$ cat config.mk
export PLATFORM = sky130hd
export DESIGN_NAME = sprite_layer
export DESIGN_NICKNAME = d
export VERILOG_FILES = /design/src/common/sprite_pkg.sv /design/src/hdl/sprite_layer.sv /design/src/hdl/sprite_compositor.sv /design/src/sprite/sprite_unit.sv /design/src/sprite/pixel_streamer.sv /design/src/hdl/fetch_arbiter.sv /design/src/hdl/sprite_agu.sv
export SDC_FILE = /design/constraint.sdc
export NUM_CORES = 1
export LEC_CHECK = 0
export BUFFER_PORTS_ARGS = -buffer_cell sky130_fd_sc_hd__buf_2
export CORE_AREA = 5 5 310 312
export CTS_CLUSTER_DIAMETER = 80
export DETAILED_ROUTE_END_ITERATION = 8
export DIE_AREA = 0 0 315 317
export PLACE_DENSITY = 0.49
export REMOVE_ABC_BUFFERS = 1
export SYNTH_ARGS = -nofsm -noshare
export SYNTH_HDL_FRONTEND = slang
export SYNTH_SLANG_ARGS = --single-unit
$ cat constraint.sdc
create_clock -name clk -period 6.2 [get_ports clk]
set_input_delay 0 -clock clk [delete_from_list [all_inputs] [get_ports clk]]
set_output_delay 0 -clock clk [all_outputs]
set_load 0.01 [all_outputs]
$ cat src/common/sprite_pkg.sv
package sprite_pkg;

	// sprites are square, SPRITE_W pixels on a side
	localparam int SPRITE_W = 16;

	typedef logic [15:0] word_t;
	typedef logic [14:0] pix_t;
	typedef logic [9:0]  coord_t;
	typedef logic [15:0] addr_t;
	typedef logic [4:0]  count_t;
	typedef logic [3:0]  palette_t;

	typedef enum logic [1:0] {
		MODE_ARGB1555 = 2'd0,
		MODE_PAL4     = 2'd1,
		MODE_PAL1     = 2'd2
	} pixel_mode_e;

	typedef enum logic [1:0] {
		FIELD_X    = 2'd0,
		FIELD_Y    = 2'd1,
		FIELD_BASE = 2'd2,
		FIELD_CTRL = 2'd3
	} cfg_field_e;

	// bit positions inside a FIELD_CTRL write
	localparam int CTRL_EN_BIT   = 0;
	localparam int CTRL_MODE_LSB = 1;
	localparam int CTRL_PAL_LSB  = 4;

endpackage
$ cat src/hdl/sprite_layer.sv
module sprite_layer
	import sprite_pkg::*;
#(
	parameter int NUM_SPRITES = 4,
	parameter int SCREEN_W = 32
) (
	input  logic                           clk,
	input  logic                           rst_n,
	input  logic                           line_start,
	input  coord_t                         line_y,
	input  logic                           cfg_we,
	input  logic [$clog2(NUM_SPRITES)-1:0] cfg_sprite,
	input  cfg_field_e                     cfg_field,
	input  word_t                          cfg_wdata,
	input  pix_t                           bg_colour,
	output logic                           mem_req,
	output addr_t                          mem_addr,
	input  word_t                          mem_rdata,
	output logic                           pix_vld,
	input  logic                           pix_rdy,
	output logic                           pix_alpha,
	output pix_t                           pix_data,
	output coord_t                         pix_x
);

	logic [NUM_SPRITES-1:0]        agu_req;
	logic [NUM_SPRITES-1:0]        agu_ack;
	logic                          agu_active;
	coord_t                        agu_x_precount;
	count_t                        agu_x_postcount;
	addr_t                         agu_addr;
	pixel_mode_e [NUM_SPRITES-1:0] sprite_mode;
	palette_t [NUM_SPRITES-1:0]    sprite_palette;
	logic [NUM_SPRITES-1:0]        bus_vld;
	logic [NUM_SPRITES-1:0]        bus_rdy;
	word_t                         bus_data;
	logic [NUM_SPRITES-1:0]        unit_vld;
	logic [NUM_SPRITES-1:0]        unit_alpha;
	pix_t [NUM_SPRITES-1:0]        unit_pixdata;
	logic                          unit_rdy;

	sprite_agu #(
		.NUM_SPRITES (NUM_SPRITES)
	) i_agu (
		.clk             (clk),
		.rst_n           (rst_n),
		.line_start      (line_start),
		.line_y          (line_y),
		.cfg_we          (cfg_we),
		.cfg_sprite      (cfg_sprite),
		.cfg_field       (cfg_field),
		.cfg_wdata       (cfg_wdata),
		.agu_req         (agu_req),
		.agu_ack         (agu_ack),
		.agu_active      (agu_active),
		.agu_x_precount  (agu_x_precount),
		.agu_x_postcount (agu_x_postcount),
		.agu_addr        (agu_addr),
		.sprite_mode     (sprite_mode),
		.sprite_palette  (sprite_palette)
	);

	fetch_arbiter #(
		.NUM_SPRITES (NUM_SPRITES)
	) i_arbiter (
		.clk       (clk),
		.rst_n     (rst_n),
		.addr_load (agu_ack),
		.load_addr (agu_addr),
		.bus_vld   (bus_vld),
		.bus_rdy   (bus_rdy),
		.bus_data  (bus_data),
		.mem_req   (mem_req),
		.mem_addr  (mem_addr),
		.mem_rdata (mem_rdata)
	);

	for (genvar i = 0; i < NUM_SPRITES; i++) begin : g_unit
		sprite_unit i_unit (
			.clk             (clk),
			.rst_n           (rst_n),
			.flush           (line_start),
			.cfg_pixel_mode  (sprite_mode[i]),
			.cfg_palette     (sprite_palette[i]),
			.agu_req         (agu_req[i]),
			.agu_ack         (agu_ack[i]),
			.agu_active      (agu_active),
			.agu_x_precount  (agu_x_precount),
			.agu_x_postcount (agu_x_postcount),
			.bus_vld         (bus_vld[i]),
			.bus_rdy         (bus_rdy[i]),
			.bus_data        (bus_data),
			.out_vld         (unit_vld[i]),
			.out_rdy         (unit_rdy),
			.out_alpha       (unit_alpha[i]),
			.out_pixdata     (unit_pixdata[i])
		);
	end

	sprite_compositor #(
		.NUM_SPRITES (NUM_SPRITES),
		.SCREEN_W    (SCREEN_W)
	) i_compositor (
		.clk          (clk),
		.rst_n        (rst_n),
		.line_start   (line_start),
		.bg_colour    (bg_colour),
		.unit_vld     (unit_vld),
		.unit_alpha   (unit_alpha),
		.unit_pixdata (unit_pixdata),
		.unit_rdy     (unit_rdy),
		.pix_vld      (pix_vld),
		.pix_rdy      (pix_rdy),
		.pix_alpha    (pix_alpha),
		.pix_data     (pix_data),
		.pix_x        (pix_x)
	);

endmodule

$ cat src/hdl/sprite_compositor.sv
module sprite_compositor
	import sprite_pkg::*;
#(
	parameter int NUM_SPRITES = 4,
	parameter int SCREEN_W = 32
) (
	input  logic                       clk,
	input  logic                       rst_n,
	input  logic                       line_start,
	input  pix_t                       bg_colour,
	input  logic [NUM_SPRITES-1:0]     unit_vld,
	input  logic [NUM_SPRITES-1:0]     unit_alpha,
	input  pix_t [NUM_SPRITES-1:0]     unit_pixdata,
	output logic                       unit_rdy,
	output logic                       pix_vld,
	input  logic                       pix_rdy,
	output logic                       pix_alpha,
	output pix_t                       pix_data,
	output coord_t                     pix_x
);

	coord_t beam_x;
	logic   line_busy;
	pix_t   win_data;
	logic   win_alpha;

	// lowest index with alpha ends up on top
	always_comb begin
		win_data = bg_colour;
		win_alpha = 1'b0;
		for (int i = NUM_SPRITES - 1; i >= 0; i--) begin
			if (unit_alpha[i]) begin
				win_data = unit_pixdata[i];
				win_alpha = 1'b1;
			end
		end
	end

	assign unit_rdy = line_busy && (&unit_vld) && (!pix_vld || pix_rdy);

	always_ff @(posedge clk or negedge rst_n) begin
		if (!rst_n) begin
			beam_x <= '0;
			line_busy <= 1'b0;
			pix_vld <= 1'b0;
		end else if (line_start) begin
			beam_x <= '0;
			line_busy <= 1'b1;
			pix_vld <= 1'b0;
		end else begin
			if (unit_rdy) begin
				beam_x <= beam_x + 10'd1;
				line_busy <= (beam_x != coord_t'(SCREEN_W - 1));
				pix_vld <= 1'b1;
			end else if (pix_rdy) begin
				pix_vld <= 1'b0;
			end
		end
	end

	always_ff @(posedge clk) begin
		if (unit_rdy) begin
			pix_data <= win_data;
			pix_alpha <= win_alpha;
			pix_x <= beam_x;
		end
	end

endmodule

$ cat src/sprite/sprite_unit.sv
module sprite_unit
	import sprite_pkg::*;
(
	input  logic        clk,
	input  logic        rst_n,
	input  logic        flush,
	input  pixel_mode_e cfg_pixel_mode,
	input  palette_t    cfg_palette,
	output logic        agu_req,
	input  logic        agu_ack,
	input  logic        agu_active,
	input  coord_t      agu_x_precount,
	input  count_t      agu_x_postcount,
	output logic        bus_vld,
	input  logic        bus_rdy,
	input  word_t       bus_data,
	output logic        out_vld,
	input  logic        out_rdy,
	output logic        out_alpha,
	output pix_t        out_pixdata
);

	logic   need_agu_resp;
	logic   active_this_scanline;
	logic   bus_dphase_dirty;
	coord_t x_precount;
	count_t x_postcount;
	logic   beam_outside_sprite;
	logic   stream_flush;
	logic   pixel_load_req;
	logic   pixel_load_ack;
	logic   pixel_vld;
	logic   pixel_rdy;
	logic   pixel_alpha;

	always_ff @(posedge clk or negedge rst_n) begin
		if (!rst_n) begin
			need_agu_resp <= 1'b0;
			active_this_scanline <= 1'b0;
		end else if (flush) begin
			need_agu_resp <= 1'b1;
		end else if (agu_ack) begin
			need_agu_resp <= 1'b0;
			active_this_scanline <= agu_active;
		end
	end

	always_ff @(posedge clk or negedge rst_n) begin
		if (!rst_n) begin
			x_precount <= '0;
			x_postcount <= '0;
		end else if (agu_ack) begin
			x_precount <= agu_x_precount;
			x_postcount <= agu_x_postcount;
		end else if (out_vld && out_rdy) begin
			if (|x_precount)
				x_precount <= x_precount - 10'd1;
			else if (|x_postcount)
				x_postcount <= x_postcount - 5'd1;
		end
	end

	// a fetch caught by a flush still completes, its data is dropped
	always_ff @(posedge clk or negedge rst_n) begin
		if (!rst_n)
			bus_dphase_dirty <= 1'b0;
		else
			bus_dphase_dirty <= (bus_dphase_dirty || (bus_vld && flush)) && !bus_rdy;
	end

	// the placement request waits for a stale fetch so the new base address is not bumped
	assign agu_req = need_agu_resp && !bus_dphase_dirty;

	assign stream_flush        = flush || need_agu_resp;
	assign beam_outside_sprite = !(|x_postcount) || (|x_precount);
	assign pixel_rdy           = out_rdy && !beam_outside_sprite;
	assign pixel_load_ack      = bus_rdy && !bus_dphase_dirty;

	assign bus_vld = bus_dphase_dirty || (pixel_load_req && (|x_postcount) &&
		active_this_scanline && !need_agu_resp);

	assign out_vld = !need_agu_resp && !flush &&
		(beam_outside_sprite || pixel_vld || !active_this_scanline);

	pixel_streamer i_streamer (
		.clk            (clk),
		.rst_n          (rst_n),
		.flush          (stream_flush),
		.pixel_mode     (cfg_pixel_mode),
		.palette_offset (cfg_palette),
		.load_req       (pixel_load_req),
		.load_ack       (pixel_load_ack),
		.load_data      (bus_data),
		.out_data       (out_pixdata),
		.out_alpha      (pixel_alpha),
		.out_vld        (pixel_vld),
		.out_rdy        (pixel_rdy)
	);

	assign out_alpha = active_this_scanline && !beam_outside_sprite && pixel_alpha;

	a_ack_only_when_waiting: assert property (@(posedge clk) disable iff (!rst_n)
		agu_ack |-> need_agu_resp);

endmodule

$ cat src/sprite/pixel_streamer.sv
module pixel_streamer
	import sprite_pkg::*;
(
	input  logic        clk,
	input  logic        rst_n,
	input  logic        flush,
	input  pixel_mode_e pixel_mode,
	input  palette_t    palette_offset,
	output logic        load_req,
	input  logic        load_ack,
	input  word_t       load_data,
	output pix_t        out_data,
	output logic        out_alpha,
	output logic        out_vld,
	input  logic        out_rdy
);

	word_t  shift_reg;
	word_t  next_word;
	logic   next_vld;
	count_t pix_left;
	count_t pix_per_word;
	count_t bits_per_pix;
	logic   pop;
	logic   refill;
	logic   [3:0] pal_index;

	always_comb begin
		case (pixel_mode)
			MODE_PAL4: begin
				pix_per_word = 5'd4;
				bits_per_pix = 5'd4;
				pal_index = shift_reg[3:0];
			end
			MODE_PAL1: begin
				pix_per_word = 5'd16;
				bits_per_pix = 5'd1;
				pal_index = {3'b000, shift_reg[0]};
			end
			default: begin
				pix_per_word = 5'd1;
				bits_per_pix = 5'd16;
				pal_index = 4'd0;
			end
		endcase
	end

	assign out_vld  = (pix_left != '0);
	assign load_req = !next_vld;
	assign pop      = out_vld && out_rdy;
	// the second word moves up when the current word is empty or just ran out
	assign refill   = next_vld && (!out_vld || (pop && pix_left == 5'd1));

	always_ff @(posedge clk or negedge rst_n) begin
		if (!rst_n) begin
			pix_left <= '0;
			next_vld <= 1'b0;
		end else if (flush) begin
			pix_left <= '0;
			next_vld <= 1'b0;
		end else begin
			if (refill)
				pix_left <= pix_per_word;
			else if (pop)
				pix_left <= pix_left - 5'd1;
			if (load_ack)
				next_vld <= 1'b1;
			else if (refill)
				next_vld <= 1'b0;
		end
	end

	always_ff @(posedge clk) begin
		if (refill)
			shift_reg <= next_word;
		else if (pop)
			shift_reg <= shift_reg >> bits_per_pix;
		if (load_ack)
			next_word <= load_data;
	end

	// palette modes give offset in the high nibble and index in the low nibble
	assign out_data  = (pixel_mode == MODE_PAL4 || pixel_mode == MODE_PAL1) ?
		pix_t'({palette_offset, pal_index}) : shift_reg[14:0];
	assign out_alpha = (pixel_mode == MODE_PAL4 || pixel_mode == MODE_PAL1) ?
		|pal_index : shift_reg[15];

	a_ack_needs_req: assert property (@(posedge clk) disable iff (!rst_n)
		load_ack |-> load_req);

endmodule

$ cat src/hdl/fetch_arbiter.sv
module fetch_arbiter
	import sprite_pkg::*;
#(
	parameter int NUM_SPRITES = 4
) (
	input  logic                   clk,
	input  logic                   rst_n,
	input  logic [NUM_SPRITES-1:0] addr_load,
	input  addr_t                  load_addr,
	input  logic [NUM_SPRITES-1:0] bus_vld,
	output logic [NUM_SPRITES-1:0] bus_rdy,
	output word_t                  bus_data,
	output logic                   mem_req,
	output addr_t                  mem_addr,
	input  word_t                  mem_rdata
);

	localparam int IDX_W = $clog2(NUM_SPRITES);

	addr_t            unit_addr [NUM_SPRITES];
	logic [IDX_W-1:0] rr_ptr;
	logic [IDX_W-1:0] aphase_idx;
	logic [IDX_W-1:0] dphase_idx;
	logic             dphase_vld;
	logic             gnt_vld;
	logic [IDX_W-1:0] gnt_idx;
	logic             grant;

	// search starts at the unit after the last one served
	always_comb begin
		gnt_vld = 1'b0;
		gnt_idx = '0;
		for (int k = NUM_SPRITES - 1; k >= 0; k--) begin
			if (bus_vld[(int'(rr_ptr) + k) % NUM_SPRITES]) begin
				gnt_vld = 1'b1;
				gnt_idx = IDX_W'((int'(rr_ptr) + k) % NUM_SPRITES);
			end
		end
	end

	// one fetch in flight at a time
	assign grant = gnt_vld && !mem_req && !dphase_vld;

	always_ff @(posedge clk or negedge rst_n) begin
		if (!rst_n) begin
			rr_ptr <= '0;
			mem_req <= 1'b0;
			dphase_vld <= 1'b0;
		end else begin
			mem_req <= grant;
			dphase_vld <= mem_req;
			if (grant)
				rr_ptr <= IDX_W'((int'(gnt_idx) + 1) % NUM_SPRITES);
		end
	end

	always_ff @(posedge clk) begin
		if (grant) begin
			mem_addr <= unit_addr[gnt_idx];
			aphase_idx <= gnt_idx;
		end
		dphase_idx <= aphase_idx;
		for (int i = 0; i < NUM_SPRITES; i++) begin
			if (addr_load[i])
				unit_addr[i] <= load_addr;
			else if (dphase_vld && dphase_idx == IDX_W'(i))
				unit_addr[i] <= unit_addr[i] + 16'd1;
		end
	end

	always_comb begin
		bus_rdy = '0;
		bus_rdy[dphase_idx] = dphase_vld;
	end

	assign bus_data = mem_rdata;

	a_rdy_onehot: assert property (@(posedge clk) disable iff (!rst_n)
		$onehot0(bus_rdy));

endmodule

$ cat src/hdl/sprite_agu.sv
module sprite_agu
	import sprite_pkg::*;
#(
	parameter int NUM_SPRITES = 4
) (
	input  logic                           clk,
	input  logic                           rst_n,
	input  logic                           line_start,
	input  coord_t                         line_y,
	input  logic                           cfg_we,
	input  logic [$clog2(NUM_SPRITES)-1:0] cfg_sprite,
	input  cfg_field_e                     cfg_field,
	input  word_t                          cfg_wdata,
	input  logic [NUM_SPRITES-1:0]         agu_req,
	output logic [NUM_SPRITES-1:0]         agu_ack,
	output logic                           agu_active,
	output coord_t                         agu_x_precount,
	output count_t                         agu_x_postcount,
	output addr_t                          agu_addr,
	output pixel_mode_e [NUM_SPRITES-1:0]  sprite_mode,
	output palette_t [NUM_SPRITES-1:0]     sprite_palette
);

	localparam int IDX_W = $clog2(NUM_SPRITES);

	coord_t               spr_x [NUM_SPRITES];
	coord_t               spr_y [NUM_SPRITES];
	addr_t                spr_base [NUM_SPRITES];
	logic [NUM_SPRITES-1:0] spr_en;
	coord_t               line_y_q;
	logic [NUM_SPRITES-1:0] req_pend;
	logic                 pick_vld;
	logic [IDX_W-1:0]     pick_idx;
	coord_t               row_off;
	addr_t                row_addr;

	always_ff @(posedge clk or negedge rst_n) begin
		if (!rst_n) begin
			spr_en <= '0;
			sprite_mode <= '{default: MODE_ARGB1555};
			sprite_palette <= '0;
		end else if (cfg_we && cfg_field == FIELD_CTRL) begin
			spr_en[cfg_sprite] <= cfg_wdata[CTRL_EN_BIT];
			sprite_mode[cfg_sprite] <= pixel_mode_e'(cfg_wdata[CTRL_MODE_LSB +: 2]);
			sprite_palette[cfg_sprite] <= cfg_wdata[CTRL_PAL_LSB +: 4];
		end
	end

	always_ff @(posedge clk) begin
		if (cfg_we) begin
			case (cfg_field)
				FIELD_X: spr_x[cfg_sprite] <= cfg_wdata[9:0];
				FIELD_Y: spr_y[cfg_sprite] <= cfg_wdata[9:0];
				FIELD_BASE: spr_base[cfg_sprite] <= cfg_wdata;
				default: ;
			endcase
		end
		if (line_start)
			line_y_q <= line_y;
	end

	// a unit keeps its request up during its ack cycle, so skip it there
	assign req_pend = agu_req & ~agu_ack;

	always_comb begin
		pick_vld = 1'b0;
		pick_idx = '0;
		for (int i = NUM_SPRITES - 1; i >= 0; i--) begin
			if (req_pend[i]) begin
				pick_vld = 1'b1;
				pick_idx = IDX_W'(i);
			end
		end
	end

	assign row_off = line_y_q - spr_y[pick_idx];

	always_comb begin
		case (sprite_mode[pick_idx])
			MODE_PAL4: row_addr = addr_t'(row_off) << 2;
			MODE_PAL1: row_addr = addr_t'(row_off);
			default:   row_addr = addr_t'(row_off) << 4;
		endcase
	end

	always_ff @(posedge clk or negedge rst_n) begin
		if (!rst_n)
			agu_ack <= '0;
		else
			agu_ack <= (pick_vld && !line_start) ? (NUM_SPRITES'(1) << pick_idx) : '0;
	end

	always_ff @(posedge clk) begin
		agu_active <= spr_en[pick_idx] && (line_y_q >= spr_y[pick_idx]) &&
			(row_off < coord_t'(SPRITE_W));
		agu_x_precount <= spr_x[pick_idx];
		agu_addr <= spr_base[pick_idx] + row_addr;
	end

	assign agu_x_postcount = count_t'(SPRITE_W);

	a_ack_onehot: assert property (@(posedge clk) disable iff (!rst_n)
		$onehot0(agu_ack));

endmodule

# [Yosys cells after proc, flatten, opt, wreduce, memory -nomap -nowiden]
# Memories as Yosys holds them, arrays and structs flattened. A register that Yosys moved wholly into a read port is not among the register bits.
# Cells that the tools add are included.
[word_totals] ff_bits=329 mem_bits_rw=208 out_inout_bits=44 word_cells=528 mem_count=4
[mem_list] name="i_agu.spr_base" depth=4 width=16 read_ports=1 rd_ports_with_merged_regs=0 wr=1 line="sprite_agu.sv:28" rtl="addr_t spr_base [NUM_SPRITES];"
[mem_list] name="i_arbiter.unit_addr" depth=4 width=16 read_ports=5 rd_ports_with_merged_regs=1 wr=4 line="fetch_arbiter.sv:20" rtl="addr_t unit_addr [NUM_SPRITES];"
[mem_list] name="i_agu.spr_x" depth=4 width=10 read_ports=1 rd_ports_with_merged_regs=1 wr=1 line="sprite_agu.sv:26" rtl="coord_t spr_x [NUM_SPRITES];"
[mem_list] name="i_agu.spr_y" depth=4 width=10 read_ports=1 rd_ports_with_merged_regs=0 wr=1 line="sprite_agu.sv:27" rtl="coord_t spr_y [NUM_SPRITES];"
[op_classes] addsub=23 order_cmp=11 eq_ne=25 shifts=5 n_mux=177 n_bitwise=11 n_reduce_logical=212
[op_table] operator="16-bit two-way mux" n=12
[op_table] operator="10-bit two-way mux" n=14
[op_table] operator="5-bit two-way mux" n=28
[op_table] operator="15-bit two-way mux" n=8
[op_table] operator="5-bit case mux with 2 select lines" n=8
[op_table] operator="1-bit logical AND" n=78
[op_table] operator="1-bit two-way mux" n=77
[op_table] operator="16-bit by 1-bit adder with 16-bit output, second input constant" n=4
[op_table] operator="16-bit by 5-bit >> shifter with 16-bit output" n=4
[op_table] operator="2-bit nonzero test" n=21
[op_table] operator="10-bit OR reduction" n=4
[op_table] operator="10-bit by 1-bit subtractor with 10-bit output, second input constant" n=4
[op_table] operator="5-bit by 1-bit subtractor with 5-bit output, second input constant" n=8
[op_table] operator="1-bit logical NOT" n=36
[op_table] operator="1-bit logical OR" n=33
[op_table] operator="4-bit case mux with 2 select lines" n=4
[op_table] operator="14-bit case mux with 2 select lines" n=1
[op_table] operator="3-bit nonzero test" n=9
[op_table] operator="5-bit by 1-bit == test with 1-bit output, second input constant" n=4
[op_table] operator="2-bit two-way mux" n=10
[op_table] operator="5-bit nonzero test" n=4
[op_table] operator="5-bit OR reduction" n=4
[op_table] operator="2-bit == test, second input constant" n=9
[op_table] operator="16-bit by 14-bit adder with 16-bit output" n=1
[op_table] operator="34 further kinds" n=79

# [Depth between registers and ports, before layout]
# Gate-level depths: netlist of run 1.
[depth] ltp_word=17 depth_mapped=25 mapped_depth_nobuf=23

# [By module]
# From an unflattened synthesis of run 1, not the netlist that was laid out.
[hier_totals] cells_unflattened=2446 area_unflattened_um2=28975.3
[modules_own_cells] mod="sprite_agu" instances=1 cells_each=625 area_per_inst_um2=8728.4
[modules_own_cells] mod="pixel_streamer" instances=4 cells_each=166 area_per_inst_um2=2062.0
[modules_own_cells] mod="fetch_arbiter" instances=1 cells_each=466 area_per_inst_um2=5163.7
[modules_own_cells] mod="sprite_unit" instances=4 cells_each=128 area_per_inst_um2=1183.6
[modules_own_cells] mod="sprite_compositor" instances=1 cells_each=179 area_per_inst_um2=2100.8

# [Worst setup path before layout of run 1]
# No wires, ideal clock.
[synth_path] path_kind="reg2reg" startpoint="register i_agu.agu_ack[0]" endpoint="register i_agu.agu_addr[15]" arrival_ns=5.201 t_required_ns=6.077 path_slack_ns=0.876 path_stages_with_launch=25 path_buffers=4 period_less_slack_ns=5.324 path_cell_list="dfrtp_1 > clkbuf_1 > nor3b_1 > or2_2 > clkbuf_1 > clkbuf_1 > clkbuf_1 > nand2_1 > a31oi_1 > ha_1 > inv_1 > fa_1 > a21oi_1 > o211ai_1 > o41ai_1 > xnor2_1 > a22oi_1 > o21ai_0 > ha_1 > a21o_1 > a21o_1 > a221o_1 > o211ai_1 > a21oi_1 > xor2_1"
[synth_between] elab_chain_len=8 elab_cells_between_ends=12 cone_classes="add/sub (2); eq/ne (2); mux (4); bitwise (2); memory (2)"
[synth_rtl] element="start: declaration" line="sprite_agu.sv:15" rtl="output logic [NUM_SPRITES-1:0] agu_ack,"
[synth_rtl] element="start signal: assignment" line="sprite_agu.sv:90" rtl="agu_ack <= (pick_vld && !line_start) ? (NUM_SPRITES'(1) << pick_idx) : '0;"
[synth_rtl] element="4-bit inverter (*)" line="sprite_agu.sv:63" rtl="assign req_pend = agu_req & ~agu_ack;"
[synth_rtl] element="4-bit bitwise AND (*)" line="sprite_agu.sv:63"
[synth_rtl] element="2-bit two-way mux (*)" line="sprite_agu.sv:69" rtl="if (req_pend[i]) begin"
[synth_rtl] element="branches (longest 4 deep; another with memory 4 x 10 bit)"
[synth_rtl] element="16-bit by 14-bit adder with 16-bit output (*)" line="sprite_agu.sv:97" rtl="agu_addr <= spr_base[pick_idx] + row_addr;"
[synth_rtl] element="end signal: assignment" line="sprite_agu.sv:97"
[synth_rtl] element="end: declaration" line="sprite_agu.sv:19" rtl="output addr_t agu_addr,"
# Mark *: on every way between the ends. The select of a mux whose other input is x is not followed.
# A chain may end at the register's enable or synchronous reset.

# [Worst setup path after layout of run 1]
[layout_path] startpoint="register g_unit[2].i_unit.need_agu_resp" endpoint="register i_agu.agu_addr[14]"
[layout_between] elab_chain_len=10 elab_cells_between_ends=14 cone_classes="add/sub (2); eq/ne (2); mux (6); bitwise (1); reduce/logical (1); memory (2)"
[layout_rtl] element="start: declaration" line="sprite_unit.sv:23" rtl="logic need_agu_resp;"
[layout_rtl] element="start signal: assignment" line="sprite_unit.sv:38" rtl="need_agu_resp <= 1'b0;"
[layout_rtl] element="start signal: assignment" line="sprite_unit.sv:41" rtl="need_agu_resp <= 1'b1;"
[layout_rtl] element="start signal: assignment" line="sprite_unit.sv:43" rtl="need_agu_resp <= 1'b0;"
[layout_rtl] element="1-bit logical AND (*)" line="sprite_unit.sv:72" rtl="assign agu_req = need_agu_resp && !bus_dphase_dirty;"
[layout_rtl] element="4-bit bitwise AND (*)" line="sprite_agu.sv:63"
[layout_rtl] element="2-bit two-way mux (*) (3 in series)" line="sprite_agu.sv:69"
[layout_rtl] element="branches (longest 4 deep; another with memory 4 x 10 bit)"
[layout_rtl] element="16-bit by 14-bit adder with 16-bit output (*)" line="sprite_agu.sv:97"
# Marks and branches as above.

==> flow_summary.toml, run 1 <==
[outcome]
status = "finished, final reports clean"

[route]
route.detailed.vias_per_inst = 5.03
first_pass_iteration_count_of_the_detailed_router = 7
vias = 19700
dr.first_iter.drc_count = 1257
wl_per_cell_um = 19.8
antenna_left = 0
drc_errors = 0
detail_route.wirelength_um = 77600

[power]
leakage_power_figure_uw = 0.0116
switching_share_pct = 30.7
clock_power_share_pct = 33.7
seq_power_share_pct = 43.3
power.net_switching_uw = 3420
max-vdd-ir-drop_v = 0.000162
p_int_uw = 7720
power.density_cell_area_mw_per_mm2 = 346
comb_power_share_pct = 23.1

[sta]
unrepaired_setup_endpoints_after_global_routing = "no"
final-max-slew-violation-count = 0
setup_viol_count_final = 0
fmax_mhz = 176
final.period_utilization_pct = 91.6
final_critical_path_required_period_ns = 5.68
whs_ns = 0.0219
tns_ns = 0
worstMarginPinSlew_ns = 1.19
finalWorstSetupSlack_ns = 0.518
hold_viol_final = 0
final.setup_skew_ns = 0.0264
slew_headroom_pct = 19.4

[cells_and_area]
layout.core_utilization_pct = 34.8
nNetsFinal = 2733
stdcell_area_mm2 = 0.0322
num_antenna_cells = 0
fillCellCount = 9239
regArea_mm2 = 0.0159
multi_input_area_mm2 = 0.0110
layout-area-overhead-vs-synth_pct = 16.5
drive_gt1_share_pct = 13.2

[logic_synthesis]
synth_area_mm2 = 0.0277
syn_avg_cell_area_um2 = 11.2
ys_seq_elements = 563
post_synth_inst_count = 2470
ys_seq_area_share_pct = 57.4
netlist-cell-type-count = 84
async_reset_ff_share_pct = 25.6
postSynth.topFlopCell = "sky130_fd_sc_hd__edfxtp_1"
synth_warnings = 0
count_of_flip_flops_with_a_built_in_enable_after_synthesis = 390

[floorplanning]
initial_utilization_pct = 29.8
design.portCount = 110
dieWidth_um = 315
number_of_standard_cell_rows_in_the_floorplan = 112
design.die.area_mm2 = 0.0999
design.core.area_mm2 = 0.0928
die_h_um = 317

[grt]
grt_first_pass_wirelength_um = 119000
groute.usage.overall_pct = 15.3
grt-ovfl-total = 0
first_global_vias = 19600
largest_net_degree_at_the_start_of_global_routing = 75
antenna_found_initial = 1

[placement]
hpwlAfterDp_um = 54400
placement.io_buffers = 109
postPlaceCellArea_mm2 = 0.0297
gp_congestion = 0.829
place_worst_setup_slack_ns = 0.561

[critical_path]
critPathLaunchType = "flip-flop"
worstPathMaxFanout = 14
worstPathArrival_ns = 6.15
cp-end-kind = "flip-flop"
cpMaxStageDelayCell = "sky130_fd_sc_hd__o41ai_1"
required_ns = 6.67
worst_setup_path_type = "flip-flop to flip-flop"
crit_chain = "nor3b_1 > o32a_1 > or2_2 > and2_1 > a211oi_1 > a31oi_1 > ha_1 > inv_1 > fa_1 > a21oi_1 > o211ai_1 > o41ai_1 > xnor2_1 > a22oi_1 > o21ai_0 > ha_1 > a21o_1 > a21o_1 > nand3_1 > nand2_1 > a41o_1 > o41ai_1 > xor2_1"
max_stage_delay_ns = 0.47

[hold_path]
worstHoldPathType = "input port to flip-flop"

[cts]
clock_tree_from_tritoncts = "yes"
cts_setup_buffers = 0
cts_buffer_depth = 3
worstSkewPairLatency_ns = 0.62
htree_num_levels = 3
clk_transition_reported_paths_ns = 0.06
cts_root_buf = "sky130_fd_sc_hd__clkbuf_16"
clock-sinks = 563
tritoncts.num_buffers = 67

[job]
maxCapViolCount = 0
cell usage in the layout (no fill, tap or decap), types with 17 or more instances in the layout:
master / netlist / layout
sky130_fd_sc_hd__a211oi_1: 69 / 69
sky130_fd_sc_hd__a21oi_1: 123 / 123
sky130_fd_sc_hd__a22oi_1: 20 / 20
sky130_fd_sc_hd__a31oi_1: 40 / 40
sky130_fd_sc_hd__and2_1: 29 / 29
sky130_fd_sc_hd__and3_1: 23 / 23
sky130_fd_sc_hd__buf_2: 17 / 108
sky130_fd_sc_hd__buf_4: 2 / 44
sky130_fd_sc_hd__clkbuf_1: 100 / 23
sky130_fd_sc_hd__clkbuf_16: 0 / 70
sky130_fd_sc_hd__dfrtp_1: 144 / 144
sky130_fd_sc_hd__dfxtp_1: 29 / 29
sky130_fd_sc_hd__dlygate4sd3_1: 0 / 51
sky130_fd_sc_hd__edfxtp_1: 390 / 390
sky130_fd_sc_hd__ha_1: 55 / 55
sky130_fd_sc_hd__inv_1: 70 / 70
sky130_fd_sc_hd__mux2_2: 61 / 61
sky130_fd_sc_hd__mux2i_1: 87 / 87
sky130_fd_sc_hd__nand2_1: 280 / 280
sky130_fd_sc_hd__nand3_1: 70 / 70
sky130_fd_sc_hd__nand4_1: 30 / 30
sky130_fd_sc_hd__nor2_1: 207 / 202
sky130_fd_sc_hd__nor2b_1: 28 / 28
sky130_fd_sc_hd__nor3_1: 42 / 38
sky130_fd_sc_hd__nor4_1: 17 / 17
sky130_fd_sc_hd__o21ai_0: 122 / 121
sky130_fd_sc_hd__o31ai_1: 44 / 44
sky130_fd_sc_hd__o41ai_1: 19 / 19
sky130_fd_sc_hd__or3_1: 18 / 18
sky130_fd_sc_hd__xnor2_1: 44 / 44
sky130_fd_sc_hd__xor2_1: 80 / 80
stage by stage:
stage	total power (uW)	instances
4_1_cts	11300	3915
2_1_floorplan	6630	2337
3_5_place_dp	7440	3744
5_1_grt	11800	3915
6_report	11100	3915
3_3_place_gp	7360	3744
path summary, 6_finish.rpt:
path / startpoint / endpoint / slack, ns / cells past startpoint
max: g_unit[2].i_unit.need_agu_resp / i_agu.agu_addr[14] / 0.52 / 23
min: cfg_field[1] / i_agu.sprite_mode[5] / 0.02 / 4
max reg2reg: g_unit[2].i_unit.need_agu_resp / i_agu.agu_addr[14] / 0.52 / 23
min reg2reg: i_arbiter.aphase_idx[0] / i_arbiter.dphase_idx[0] / 0.34 / 0
max in group asynchronous: rst_n / i_agu.sprite_palette[3] / 4.09 / 4
min in group asynchronous: rst_n / g_unit[2].i_unit.i_streamer.next_vld / 0.48 / 3
critical path: cells and delay by family (launching register included):
kind | cells | cell delay (ns)
fa+ha+maj | 3 | 0.97
xor+xnor | 2 | 0.35
compound gates | 12 | 2.69
simple gates | 5 | 1.03
flops | 1 | 0.44
buf+inv | 1 | 0.05
cells by family after synthesis:
kind of cell / synth area share, %
AND/OR/NAND/NOR: 14.8
flip-flops: 57.4
AO/OA/AOI/OAI: 12.3
buffers and inverters: 2.93
multiplexers: 6.00
XOR/XNOR: 3.92
adder cells (fa/ha/maj): 2.63
layer usage:
metal / part of all wire (%) / track usage, % / vias up
met5: 0 / 0 / -
met4: 2.2 / 4.20 / 0
met3: 4.8 / 2.54 / 100
met2: 46 / 24.5 / 427
met1: 47 / 21.7 / 9769
li1: - / - / 9396
timing repair:
item,in CTS,in global routing
hold buffers,51,0
resized for setup,0,0
endpoints found under the hold margin,341,0
cell type report:
cell class | instances | share of cell area [%]
repair buffers | 204 | 4.32
clock buffers | 97 | 5.87
clock inverters | 23 | 0.567
inverters | 73 | 0.850
multi-input cells | 1701 | 34.2
flip-flops and latches | 563 | 49.3
well taps | 1254 | 4.87
power groups by stage:
stage / sequential, uW / clock, uW / combinational (uW)
after floorplan: 4750 / 0 / 1880
after global placement: 4890 / 0 / 2480
after detailed placement: 4900 / 0 / 2550
after CTS: 4820 / 3860 / 2590
after global routing: 4870 / 4010 / 2900
final: 4820 / 3750 / 2570
Yosys cell counts, drive strengths merged, types with 11 or more instances:
library cell    n  area, um^2
edfxtp        390       11700
nand2         280        1050
nor2          207         777
dfrtp         144        3600
o21ai         128         641
a21oi         123         616
clkbuf        100         375
mux2i          87         871
xor2           80         701
inv            72         270
nand3          71         368
a211oi         69         518
mux2           68         766
ha             55         688
o31ai          44         330
xnor2          44         385
nor3           43         220
a31oi          41         263
and2           33         206
buf            33         160
nand4          30         188
dfxtp          29         581
nor2b          28         175
and3           23         144
a22oi          20         150
nor4           19         140
o41ai          19         166
or3            18         113
nand3b         15         113
a21o           14         105
a221o          12         120
nand2b         12        75.1
and4           11        96.3
or4            11        86.3
Note: power is estimated with default switching activity, not from simulation.
==> run 2: changes to the inputs <==
Settings changed: RECOVER_POWER from default to 50.
==> run 2 against run 1 <==
Effect of this change: clock power hardly changed; utilization is 0.16 points lower; combinational power hardly changed; the run now ends with max-capacitance violations, max-slew violations left; critical path depth stayed put; sequential share of layout area is 0.23 points higher; count of clock-buffer cells in the layout stayed put; hold slack better by 0.0035 ns; critical endpoint unchanged; power hardly changed; non-clock buffer count stayed put; highest routed layer unchanged.
==> flow_summary.toml, run 2 (synthesized netlist as in run 1, its figures left out) <==
[route]
detail_route.wirelength_um = 77700
first_pass_iteration_count_of_the_detailed_router = 5
vias = 19700
dr.first_iter.drc_count = 1328
antenna_left = 0
wl_per_cell_um = 19.9
drc_errors = 0
route.detailed.vias_per_inst = 5.02

[cells_and_area]
layout.cells.most_common = "sky130_fd_sc_hd__edfxtp_1"
drive_gt1_share_pct = 9.70
post_layout_nonfiller_instances = 3915
num_antenna_cells = 0
nNetsFinal = 2733
layout-area-overhead-vs-synth_pct = 16.0
stdcell_area_mm2 = 0.0321
final_cell_mix = "sky130_fd_sc_hd__edfxtp_1 (390), sky130_fd_sc_hd__nand2_1 (280), sky130_fd_sc_hd__nor2_1 (202), sky130_fd_sc_hd__dfrtp_1 (144), sky130_fd_sc_hd__a21oi_1 (123)"

[hold_path]
worstHoldPathType = "input port to flip-flop"

[floorplanning]
design.portCount = 110
die_h_um = 317
dieWidth_um = 315
design.die.area_mm2 = 0.0999
design.core.area_mm2 = 0.0928
number_of_standard_cell_rows_in_the_floorplan = 112
initial_utilization_pct = 29.8

[sta]
fmax_mhz = 175
setup_viol_count_final = 0
hold_viol_final = 0
tns_ns = 0
worstMarginPinSlew_ns = 3.40
slew_headroom_pct = -126
final.setup_skew_ns = 0.0257
unrepaired_setup_endpoints_after_global_routing = "no"
final_critical_path_required_period_ns = 5.72
whs_ns = 0.0254
final-max-slew-violation-count = 105
final.period_utilization_pct = 92.3

[critical_path]
critPathLaunchType = "flip-flop"
worst_setup_path_type = "flip-flop to flip-flop"
worstPathMaxFanout = 14
cpMaxStageDelayCell = "sky130_fd_sc_hd__o41ai_1"
cp-end-kind = "flip-flop"
worstPathArrival_ns = 6.19
crit_chain = "nor3b_1 > o32a_1 > or2_2 > and2_1 > a211oi_1 > a31oi_1 > ha_1 > inv_1 > fa_1 > a21oi_1 > o211ai_1 > o41ai_1 > xnor2_1 > a22oi_1 > o21ai_0 > ha_1 > a21o_1 > a21o_1 > nand3_1 > nand2_1 > a41o_1 > o41ai_1 > xor2_1"
required_ns = 6.67
max_stage_delay_ns = 0.50

[placement]
placement.io_buffers = 109
hpwlAfterDp_um = 54400
postPlaceCellArea_mm2 = 0.0297
dp.cells = 3744
gp_congestion = 0.829

[outcome]
status = "finished with violations"
violations = "max-capacitance violations, max-slew violations"

[cts]
tritoncts.num_buffers = 67
cts_root_buf = "sky130_fd_sc_hd__clkbuf_16"
post_cts.resized_instances = 0
worstSkewPairLatency_ns = 0.61
cts_buffer_depth = 3
clock-sinks = 563
clock_tree_from_tritoncts = "yes"
ctsHoldBuffers = 51
cts_setup_buffers = 0
htree_num_levels = 3
clk_transition_reported_paths_ns = 0.06

[grt]
largest_net_degree_at_the_start_of_global_routing = 75
grt-ovfl-total = 0
antenna_found_initial = 1
groute.usage.overall_pct = 15.3
grt_first_pass_wirelength_um = 119000
first_global_vias = 19600

[job]
maxCapViolCount = 2

[power]
max-vdd-ir-drop_v = 0.000162
power.density_cell_area_mw_per_mm2 = 347
totalPowerFinal_uw = 11100
leakage_power_figure_uw = 0.0113
[run 2: worst paths after layout]
kind,startpoint,endpoint,slack [ns],cells past startpoint
setup / recovery,g_unit[2].i_unit.need_agu_resp,i_agu.agu_addr[14],0.48,23
min in group asynchronous,rst_n,g_unit[2].i_unit.i_streamer.next_vld,1.63,3
hold / removal,cfg_field[1],i_agu.sprite_mode[5],0.03,4
hold reg to reg,i_arbiter.aphase_idx[0],i_arbiter.dphase_idx[0],0.34,0
setup reg to reg,g_unit[2].i_unit.need_agu_resp,i_agu.agu_addr[14],0.48,23
max in group asynchronous,rst_n,i_agu.sprite_palette[4],2.01,4
[run 2: stage by stage]
step	util [%]	setup WS [ns]
floorplan	-	-1.73
global placement	32.0	0.731
detailed placement	32.0	0.561
CTS	34.8	0.547
global route	34.6	0.0359
finish	34.6	0.480
[run 2: cell type report]
cell class	count	area, um^2
inverters	73	274
flip-flops and latches	563	15900
clock inverters	23	183
clock buffers	97	1890
fillers	9276	60700
multi-input cells	1701	11000
repair buffers	204	1240
well taps	1254	1570
[run 2: worst max-delay path, delay by kind of cell (launching register included)]
family / cells / cell delay (ns)
adder cells (fa/ha/maj): 3 / 0.97
flip-flops: 1 / 0.45
AO/OA/AOI/OAI: 12 / 2.72
buffers and inverters: 1 / 0.05
AND/OR/NAND/NOR: 5 / 1.03
XOR/XNOR: 2 / 0.35
[run 2: report_power, final]
part | internal (uW) | leakage [uW] | switching, uW
Sequential | 4470 | 0.00566 | 353
Combinational | 1070 | 0.00461 | 1500
Clock | 2170 | 0.00101 | 1580
[run 2: metal layers]
| metal | vias to the layer above | share of wire [%] | global-route usage, % |
|---|---|---|---|
| met5 | - | 0 | 0 |
| met4 | 0 | 2.2 | 4.20 |
| met3 | 93 | 5.0 | 2.54 |
| met2 | 448 | 46 | 24.5 |
| met1 | 9715 | 47 | 21.7 |
| li1 | 9404 | - | - |
